## config.mk

```make
export PLATFORM = sky130hd
export DESIGN_NAME = two_read_mem
export DESIGN_NICKNAME = d
export VERILOG_FILES = /design/src/mrpw_pkg.sv /design/src/bank_scheduler.sv /design/src/init_sequencer.sv /design/src/parity_updater.sv /design/src/read_assembler.sv /design/src/two_read_mem.sv
export SDC_FILE = /design/constraint.sdc
export NUM_CORES = 1
export LEC_CHECK = 0
export CORE_MARGIN = 2
export CORE_UTILIZATION = 50
export CTS_BUF_LIST = sky130_fd_sc_hd__clkbuf_4
export DETAILED_ROUTE_END_ITERATION = 7
export DONT_BUFFER_PORTS = 1
export GPL_ROUTABILITY_DRIVEN = 1
export PLACE_DENSITY_LB_ADDON = 0.05
export REMOVE_ABC_BUFFERS = 1
export SLEW_MARGIN = 20
export SYNTH_ARGS = -nofsm -noshare
export SYNTH_HDL_FRONTEND = slang
export SYNTH_HIERARCHICAL = 1
export SYNTH_SLANG_ARGS = --single-unit
```

## constraint.sdc

```tcl
create_clock -name clk -period 3.5 [get_ports clk]
set_clock_uncertainty 0.15 [all_clocks]
set_input_delay 0.175 -clock clk [delete_from_list [all_inputs] [get_ports clk]]
set_output_delay 0.175 -clock clk [all_outputs]
set_load 0.01 [all_outputs]
```

## src/mrpw_pkg.sv

```systemverilog
`default_nettype none

package mrpw_pkg;

  localparam int DATA_W       = 16;
  localparam int NUM_BANKS    = 8;
  localparam int BANK_W       = 3;
  localparam int NUM_ROWS     = 64;
  localparam int ROW_W        = 6;
  localparam int ADDR_W       = BANK_W + ROW_W; // bank in the low bits, row above it
  localparam int NUM_RD_PORTS = 2;
  localparam int SRAM_DELAY   = 2;
  localparam int PQ_DEPTH     = SRAM_DELAY + 1;
  localparam int PQ_CNT_W     = $clog2(PQ_DEPTH + 1);

  typedef logic [DATA_W-1:0] data_t;

  typedef struct packed {
    logic              valid;
    logic [BANK_W-1:0] bank;
    logic [ROW_W-1:0]  row;
  } rd_req_t;

  typedef struct packed {
    logic              valid;
    logic [BANK_W-1:0] bank;
    logic [ROW_W-1:0]  row;
    data_t             data;
  } wr_req_t;

  typedef struct packed {
    logic  valid;
    data_t data;
  } rd_rsp_t;

  typedef struct packed {
    rd_req_t req;
    logic    rebuild; // word is rebuilt from the other banks and parity
  } rd_pipe_t;

  typedef struct packed {
    logic             write;
    logic             read;
    logic [ROW_W-1:0] row;
    data_t            data;
  } bank_cmd_t;

endpackage

`default_nettype wire

```

## src/bank_scheduler.sv

```systemverilog
`default_nettype none

module bank_scheduler (
  input  logic                       clk,
  input  logic                       rst,
  input  logic                       ready,
  input  logic                       init_active,
  input  logic [mrpw_pkg::ROW_W-1:0] init_row,
  input  mrpw_pkg::rd_req_t          rd_req [mrpw_pkg::NUM_RD_PORTS],
  input  mrpw_pkg::wr_req_t          wr_req,
  output mrpw_pkg::bank_cmd_t        bank_cmd [mrpw_pkg::NUM_BANKS],
  output mrpw_pkg::rd_req_t          conflict_rd,
  output mrpw_pkg::rd_pipe_t         rd_pipe [mrpw_pkg::NUM_RD_PORTS]
);

  logic                    wr_vld;
  logic                    rd_go [mrpw_pkg::NUM_RD_PORTS];
  logic                    conflict;
  mrpw_pkg::rd_pipe_t      pipe [mrpw_pkg::NUM_RD_PORTS][mrpw_pkg::SRAM_DELAY];

  always_comb begin
    wr_vld = wr_req.valid && ready;
    for (int p = 0; p < mrpw_pkg::NUM_RD_PORTS; p++) begin
      rd_go[p] = rd_req[p].valid && ready && !wr_vld;
    end
    conflict          = rd_go[0] && rd_go[1] && (rd_req[0].bank == rd_req[1].bank);
    conflict_rd.valid = conflict;
    conflict_rd.bank  = rd_req[1].bank;
    conflict_rd.row   = rd_req[1].row;
  end

  always_comb begin
    for (int b = 0; b < mrpw_pkg::NUM_BANKS; b++) begin
      bank_cmd[b] = '0;
      if (init_active) begin
        bank_cmd[b].write = 1'b1; // zero every row
        bank_cmd[b].row   = init_row;
      end else if (wr_vld) begin
        bank_cmd[b].row = wr_req.row;
        if (mrpw_pkg::BANK_W'(b) == wr_req.bank) begin
          bank_cmd[b].write = 1'b1;
          bank_cmd[b].data  = wr_req.data;
        end else begin
          bank_cmd[b].read = 1'b1; // old words of the row feed the new parity
        end
      end else begin
        if (rd_go[0] && rd_req[0].bank == mrpw_pkg::BANK_W'(b)) begin
          bank_cmd[b].read = 1'b1;
          bank_cmd[b].row  = rd_req[0].row;
        end
        if (rd_go[1] && (conflict ? rd_req[1].bank != mrpw_pkg::BANK_W'(b)
                                  : rd_req[1].bank == mrpw_pkg::BANK_W'(b))) begin
          bank_cmd[b].read = 1'b1;
          bank_cmd[b].row  = rd_req[1].row;
        end
      end
    end
  end

  always_ff @(posedge clk) begin
    for (int p = 0; p < mrpw_pkg::NUM_RD_PORTS; p++) begin
      pipe[p][0].req         <= rd_req[p];
      pipe[p][0].req.valid   <= rd_go[p];
      pipe[p][0].rebuild     <= (p == 1) && conflict;
      for (int k = 1; k < mrpw_pkg::SRAM_DELAY; k++) begin
        pipe[p][k] <= pipe[p][k-1];
      end
      if (rst) begin
        for (int k = 0; k < mrpw_pkg::SRAM_DELAY; k++) begin
          pipe[p][k].req.valid <= 1'b0;
        end
      end
    end
  end

  always_comb begin
    for (int p = 0; p < mrpw_pkg::NUM_RD_PORTS; p++) begin
      rd_pipe[p] = pipe[p][mrpw_pkg::SRAM_DELAY-1];
    end
  end

endmodule

`default_nettype wire

```

## src/init_sequencer.sv

```systemverilog
`default_nettype none

module init_sequencer (
  input  logic                       clk,
  input  logic                       rst,
  output logic                       init_active,
  output logic [mrpw_pkg::ROW_W-1:0] init_row,
  output logic                       ready
);

  logic [mrpw_pkg::ROW_W:0]      row_cnt;
  logic [mrpw_pkg::ROW_W:0]      row_nxt;
  logic [mrpw_pkg::SRAM_DELAY:0] done_dly;

  assign row_nxt  = row_cnt + (mrpw_pkg::ROW_W + 1)'(init_active);
  assign init_row = row_cnt[mrpw_pkg::ROW_W-1:0];

  always_ff @(posedge clk) begin
    if (rst) begin
      row_cnt     <= '0;
      init_active <= 1'b0;
      done_dly    <= '0;
      ready       <= 1'b0;
    end else begin
      row_cnt     <= row_nxt;
      init_active <= (row_nxt != mrpw_pkg::NUM_ROWS); // stops right after the last row
      // the last zero parity still has to leave the queue before ready
      done_dly    <= {done_dly[mrpw_pkg::SRAM_DELAY-1:0], row_cnt == mrpw_pkg::NUM_ROWS};
      ready       <= done_dly[mrpw_pkg::SRAM_DELAY];
    end
  end

endmodule

`default_nettype wire

```

## src/parity_updater.sv

```systemverilog
`default_nettype none

module parity_updater (
  input  logic                       clk,
  input  logic                       rst,
  input  logic                       ready,
  input  logic                       init_active,
  input  logic [mrpw_pkg::ROW_W-1:0] init_row,
  input  mrpw_pkg::wr_req_t          wr_req,
  input  mrpw_pkg::rd_req_t          conflict_rd,
  input  mrpw_pkg::data_t            bank_rdata [mrpw_pkg::NUM_BANKS],
  input  mrpw_pkg::data_t            parity_rdata,
  output mrpw_pkg::bank_cmd_t        parity_cmd,
  output mrpw_pkg::data_t            parity_word
);

  mrpw_pkg::wr_req_t             wr_in;
  mrpw_pkg::wr_req_t             wr_pipe [mrpw_pkg::SRAM_DELAY];
  mrpw_pkg::wr_req_t             wr_out;
  mrpw_pkg::data_t               new_parity;
  logic                          push_vld;
  logic [mrpw_pkg::ROW_W-1:0]    push_row;
  mrpw_pkg::data_t               push_data;
  logic                          drain_slot;
  logic                          pop;
  logic [mrpw_pkg::PQ_CNT_W-1:0] pq_cnt;
  logic [mrpw_pkg::PQ_CNT_W-1:0] wr_slot;
  logic [mrpw_pkg::ROW_W-1:0]    pq_row [mrpw_pkg::PQ_DEPTH];
  mrpw_pkg::data_t               pq_data [mrpw_pkg::PQ_DEPTH];
  logic                          srch_hit;
  mrpw_pkg::data_t               srch_data;
  logic [mrpw_pkg::ROW_W-1:0]    fwd_row [mrpw_pkg::SRAM_DELAY];
  logic                          fwd_hit [mrpw_pkg::SRAM_DELAY];
  mrpw_pkg::data_t               fwd_data [mrpw_pkg::SRAM_DELAY];

  always_comb begin
    wr_in       = wr_req;
    wr_in.valid = wr_req.valid && ready;
    wr_out      = wr_pipe[mrpw_pkg::SRAM_DELAY-1];
    new_parity  = wr_out.data; // the written bank did not read, so use the new word
    for (int b = 0; b < mrpw_pkg::NUM_BANKS; b++) begin
      if (mrpw_pkg::BANK_W'(b) != wr_out.bank) begin
        new_parity = new_parity ^ bank_rdata[b];
      end
    end
    push_vld   = init_active || wr_out.valid;
    push_row   = init_active ? init_row : wr_out.row;
    push_data  = init_active ? '0 : new_parity;
    drain_slot = !ready || wr_in.valid; // the parity bank is free of reads only then
    pop        = drain_slot && (pq_cnt != '0);
    wr_slot    = pq_cnt - mrpw_pkg::PQ_CNT_W'(pop);
  end

  always_ff @(posedge clk) begin
    wr_pipe[0] <= wr_in;
    for (int k = 1; k < mrpw_pkg::SRAM_DELAY; k++) begin
      wr_pipe[k] <= wr_pipe[k-1];
    end
    if (rst) begin
      for (int k = 0; k < mrpw_pkg::SRAM_DELAY; k++) begin
        wr_pipe[k].valid <= 1'b0;
      end
    end
  end

  always_ff @(posedge clk) begin
    if (rst) begin
      pq_cnt <= '0;
    end else begin
      pq_cnt <= pq_cnt + mrpw_pkg::PQ_CNT_W'(push_vld) - mrpw_pkg::PQ_CNT_W'(pop);
    end
  end

  always_ff @(posedge clk) begin
    for (int i = 0; i < mrpw_pkg::PQ_DEPTH; i++) begin
      if (push_vld && wr_slot == mrpw_pkg::PQ_CNT_W'(i)) begin
        pq_row[i]  <= push_row;
        pq_data[i] <= push_data;
      end else if (pop && i < mrpw_pkg::PQ_DEPTH - 1) begin
        pq_row[i]  <= pq_row[i+1];
        pq_data[i] <= pq_data[i+1];
      end
    end
  end

  // newest match wins, and this cycle's push is newer than anything queued
  always_comb begin
    srch_hit  = 1'b0;
    srch_data = '0;
    for (int i = 0; i < mrpw_pkg::PQ_DEPTH; i++) begin
      if (mrpw_pkg::PQ_CNT_W'(i) < pq_cnt && pq_row[i] == conflict_rd.row) begin
        srch_hit  = 1'b1;
        srch_data = pq_data[i];
      end
    end
    if (push_vld && push_row == conflict_rd.row) begin
      srch_hit  = 1'b1;
      srch_data = push_data;
    end
  end

  always_ff @(posedge clk) begin
    fwd_row[0]  <= conflict_rd.row;
    fwd_hit[0]  <= srch_hit;
    fwd_data[0] <= srch_data;
    for (int k = 1; k < mrpw_pkg::SRAM_DELAY; k++) begin
      fwd_row[k] <= fwd_row[k-1];
      if (push_vld && push_row == fwd_row[k-1]) begin
        fwd_hit[k]  <= 1'b1;
        fwd_data[k] <= push_data;
      end else begin
        fwd_hit[k]  <= fwd_hit[k-1];
        fwd_data[k] <= fwd_data[k-1];
      end
    end
  end

  assign parity_word = fwd_hit[mrpw_pkg::SRAM_DELAY-1] ? fwd_data[mrpw_pkg::SRAM_DELAY-1]
                                                       : parity_rdata;

  always_comb begin
    parity_cmd = '0;
    if (drain_slot) begin
      parity_cmd.write = pop;
      parity_cmd.row   = pq_row[0];
      parity_cmd.data  = pq_data[0];
    end else begin
      parity_cmd.read = conflict_rd.valid;
      parity_cmd.row  = conflict_rd.row;
    end
  end

endmodule

`default_nettype wire

```

## src/read_assembler.sv

```systemverilog
`default_nettype none

module read_assembler (
  input  mrpw_pkg::rd_pipe_t rd_pipe [mrpw_pkg::NUM_RD_PORTS],
  input  mrpw_pkg::data_t    bank_rdata [mrpw_pkg::NUM_BANKS],
  input  mrpw_pkg::data_t    parity_word,
  output mrpw_pkg::rd_rsp_t  rd_rsp [mrpw_pkg::NUM_RD_PORTS]
);

  mrpw_pkg::data_t rebuilt;

  // the other banks plus parity give back the word of the busy bank
  always_comb begin
    rebuilt = parity_word;
    for (int b = 0; b < mrpw_pkg::NUM_BANKS; b++) begin
      if (mrpw_pkg::BANK_W'(b) != rd_pipe[1].req.bank) begin
        rebuilt = rebuilt ^ bank_rdata[b];
      end
    end
  end

  always_comb begin
    for (int p = 0; p < mrpw_pkg::NUM_RD_PORTS; p++) begin
      rd_rsp[p].valid = rd_pipe[p].req.valid;
      if (p == 1 && rd_pipe[p].rebuild) begin
        rd_rsp[p].data = rebuilt;
      end else begin
        rd_rsp[p].data = bank_rdata[rd_pipe[p].req.bank];
      end
    end
  end

endmodule

`default_nettype wire

```

## src/two_read_mem.sv

```systemverilog
`default_nettype none

module two_read_mem (
  input  logic                                clk,
  input  logic                                rst,
  input  logic                                vwrite,
  input  logic [mrpw_pkg::ADDR_W-1:0]         vwraddr,
  input  mrpw_pkg::data_t                     vdin,
  input  logic [mrpw_pkg::NUM_RD_PORTS-1:0]   vread,
  input  logic [mrpw_pkg::ADDR_W-1:0]         vrdaddr [mrpw_pkg::NUM_RD_PORTS],
  output logic                                ready,
  output mrpw_pkg::rd_rsp_t                   rd_rsp [mrpw_pkg::NUM_RD_PORTS],
  output mrpw_pkg::bank_cmd_t                 bank_cmd [mrpw_pkg::NUM_BANKS],
  output mrpw_pkg::bank_cmd_t                 parity_cmd,
  input  mrpw_pkg::data_t                     bank_rdata [mrpw_pkg::NUM_BANKS],
  input  mrpw_pkg::data_t                     parity_rdata
);

  logic                       init_active;
  logic [mrpw_pkg::ROW_W-1:0] init_row;
  mrpw_pkg::rd_req_t          rd_req [mrpw_pkg::NUM_RD_PORTS];
  mrpw_pkg::wr_req_t          wr_req;
  mrpw_pkg::rd_req_t          conflict_rd;
  mrpw_pkg::rd_pipe_t         rd_pipe [mrpw_pkg::NUM_RD_PORTS];
  mrpw_pkg::data_t            parity_word;

  always_comb begin
    for (int p = 0; p < mrpw_pkg::NUM_RD_PORTS; p++) begin
      rd_req[p].valid = vread[p];
      rd_req[p].bank  = vrdaddr[p][mrpw_pkg::BANK_W-1:0];
      rd_req[p].row   = vrdaddr[p][mrpw_pkg::ADDR_W-1:mrpw_pkg::BANK_W];
    end
    wr_req.valid = vwrite;
    wr_req.bank  = vwraddr[mrpw_pkg::BANK_W-1:0];
    wr_req.row   = vwraddr[mrpw_pkg::ADDR_W-1:mrpw_pkg::BANK_W];
    wr_req.data  = vdin;
  end

  init_sequencer i_init (
    .clk         (clk),
    .rst         (rst),
    .init_active (init_active),
    .init_row    (init_row),
    .ready       (ready)
  );

  bank_scheduler i_sched (
    .clk         (clk),
    .rst         (rst),
    .ready       (ready),
    .init_active (init_active),
    .init_row    (init_row),
    .rd_req      (rd_req),
    .wr_req      (wr_req),
    .bank_cmd    (bank_cmd),
    .conflict_rd (conflict_rd),
    .rd_pipe     (rd_pipe)
  );

  parity_updater i_parity (
    .clk          (clk),
    .rst          (rst),
    .ready        (ready),
    .init_active  (init_active),
    .init_row     (init_row),
    .wr_req       (wr_req),
    .conflict_rd  (conflict_rd),
    .bank_rdata   (bank_rdata),
    .parity_rdata (parity_rdata),
    .parity_cmd   (parity_cmd),
    .parity_word  (parity_word)
  );

  read_assembler i_assemble (
    .rd_pipe     (rd_pipe),
    .bank_rdata  (bank_rdata),
    .parity_word (parity_word),
    .rd_rsp      (rd_rsp)
  );

endmodule

`default_nettype wire

```

==> run_results.csv <==
group,metric,value,unit
sta,min_period,3430,ps
worst_setup_path,r2r_cells,10,
power,p_leak,6.76,nW
floorplan,ios,443,
worst_setup_path,crit_arrival,3100,ps
sta,slew_headroom,0.352,
clock_tree,clock_latency,630,ps
final_layout,final_nets,2369,
logic_synthesis,synth_area_per_cell,8.29,sq um
placement,dp_slack,368,ps
worst_hold_path,hold_class,"in2reg",
clock_tree,htree_levels,4,
worst_setup_path,crit_type,"reg2out",
final_layout,drive_gt1_frac,0.123,
drt,totalWireLength,73.8,mm
worst_hold_path,hold_depth,5,
global_route,grt_max_degree,54,
worst_setup_path,cp.required,3170,ps
worst_setup_path,cp-end-kind,"primary output",
clock_tree,cts.clk_slew.worst_paths,170,ps
worst_setup_path,worstPathCellList,"or3b_1 > o22ai_1 > nor2_1 > xnor3_1 > xnor2_1 > mux2i_1",
global_route,antenna_found_initial,5,
floorplan,dieWidth,196,microns
sta,fmax,0.292,GHz
logic_synthesis,netlist_area,0.0184,sq mm
power,ir_drop,0.000396,V
drt,wire_per_inst,27.8,microns
global_route,grt_pass1_vias,16800,
sta,setup_viol_count_final,0,
floorplan,core_area,0.0364,sq mm
run_status,status,"completed",
final_layout,fillers,3414,
drt,first_pass_iters,7,
final_layout,multi_input_area,0.0127,sq mm
sta,fin_ws,70.3,ps
floorplan,die_h,196,microns
sta,worst_pin_slew,970,ps
sta,finalCritPeriodShare,0.980,
global_route,grt_overflow,0,
drt,drtIter0Drc,1916,
floorplan,initial_utilization,0.506,
clock_tree,cts_buffer_depth,2,
power,powerDensity,403,mW/mm^2
sta,drv_slew,0,
worst_setup_path,critPathLaunchType,"flip-flop",
sta,rsz0062_at_grt,"false",
clock_tree,ctsRootBufferMaster,"clkbuf_4",
placement,place.gp.congestion,0.980,
sta,timing.hold.ws,36.4,ps
drt,route.detailed.drc,0,
drt,drt-vias-per-instance,6.94,
clock_tree,clock-sinks,190,
worst_setup_path,slowest_delay,640,ps
final_layout,syn_to_final_growth,6.70,%
drt,num_vias,18400,
sta,finalHoldViolCount,0,
floorplan,fp-row-count,70,
placement,dp_hpwl,51.5,mm
clock_tree,cts_inserted_buffers,17,
floorplan,dieArea,0.0384,sq mm
global_route,grt.total_usage,0.368,
logic_synthesis,ys_warn_count,6,
clock_tree,cts_tree,"yes",
run,max_cap_viol_count,0,
global_route,grt_first_pass_wirelength,107,mm
drt,final_antenna_net_count,0,
worst_setup_path,crit_path_top_delay_cell,"or3b_1",
logic_synthesis,synth_cells,2223,
final_layout,ff_latch_area,0.00449,sq mm
placement,port_buffers,0,
worst_setup_path,worst-path-max-fanout,12,
[metrics by stage]
stage	std cells	setup TNS, ps	utilization	power [W]	cell area (sq um)
finish	2659	0	0.540	0.00792	19700
floorplan	1999	-36630	-	0.00547	17200
global placement	2521	0	0.502	0.00640	18300
detailed placement	2521	0	0.502	0.00647	18300
global route	2659	0	0.540	0.00831	19700
CTS	2652	0	0.538	0.00791	19600
[worst paths after layout]
kind,startpoint,endpoint,slack (ps)
worst max-delay path,i_sched/pipe[1][9]$_DFF_P_,rd_rsp[10],70
worst min-delay path,bank_rdata[42],i_parity/fwd_data[1][10]$_DFF_P_,40
worst max register to register,i_parity/wr_pipe[0][49]$_DFF_P_,i_parity/pq_data[0][14]$_DFFE_PP_,120
worst min register to register,i_parity/wr_pipe[0][0]$_DFF_P_,i_parity/wr_pipe[0][26]$_DFF_P_,180
[timing repair]
| item | 4_1_cts | 5_1_grt |
|---|---|---|
| setup buffers | 2 | 2 |
| gates resized for setup | 7 | 7 |
| hold endpoints to repair | 95 | 0 |
| endpoints found under the setup margin | 13 | 26 |
| hold buffers | 97 | 0 |
[state kept, by name, summed over array words and instances (netlist names)]
signal              flops
i_parity/wr_pipe       52
i_parity/pq_data       48
i_parity/fwd_data      32
i_parity/pq_row        18
i_sched/pipe           18
i_init/row_cnt          7
i_parity/fwd_row        6
i_init/done_dly         3
i_parity/fwd_hit        2
i_parity/pq_cnt         2
i_init/init_active      1
i_init/ready            1
[critical path, delay by kind of cell, from the launching register on]
kind,cells,cell delay (ps)
flip-flops,1,540
XOR/XNOR,2,500
AO/OA/AOI/OAI,1,270
AND/OR/NAND/NOR,2,720
multiplexers,1,440
[layout make-up]
class,count,share of cell area
diodes,5,0.000636
clock buffers,17,0.00649
clock inverters,15,0.00872
inverters,25,0.00477
multi-input cells,1784,0.646
flip-flops and latches,190,0.228
well taps,468,0.0298
repair buffers,155,0.0748
[power breakdown]
part | internal, W | switching [W] | total (W) | leakage, nW
clock | 0.000449 | 0.000829 | 0.00128 | 0.164
combinational | 0.00139 | 0.00198 | 0.00338 | 4.92
sequential | 0.00295 | 0.000309 | 0.00326 | 1.68
total | 0.00479 | 0.00312 | 0.00792 | 6.76
[routing by layer]
layer  global-route usage  up-vias  part of all wire
li1                     -     8193                 -
met1                0.443     8888              0.37
met2                0.626     1133              0.48
met3               0.0751      227             0.094
met4                0.187        0             0.054
met5                    0        -                 0
[cell usage in the layout, fill, tap and decap left out, types with 19 or more instances in the layout]
cell type and instances:
a221oi_1 19, dfxtp_1 115, dlygate4sd3_1 97, o32ai_1 27, nor2b_1 41, nand3_1 90, inv_1 24, mux2i_1 33
edfxtp_1 66, o221ai_1 81, a21oi_1 108, o21ai_0 109, nand2_1 212, mux4_2 64, xnor2_1 117, buf_4 50
a31oi_1 33, nand2b_1 47, and2_1 29, nor2_1 268, o22ai_1 26, xor2_1 54, nor3_1 20, mux2_2 42
o211ai_1 30
No activity file was read; power rests on OpenSTA's default activity.
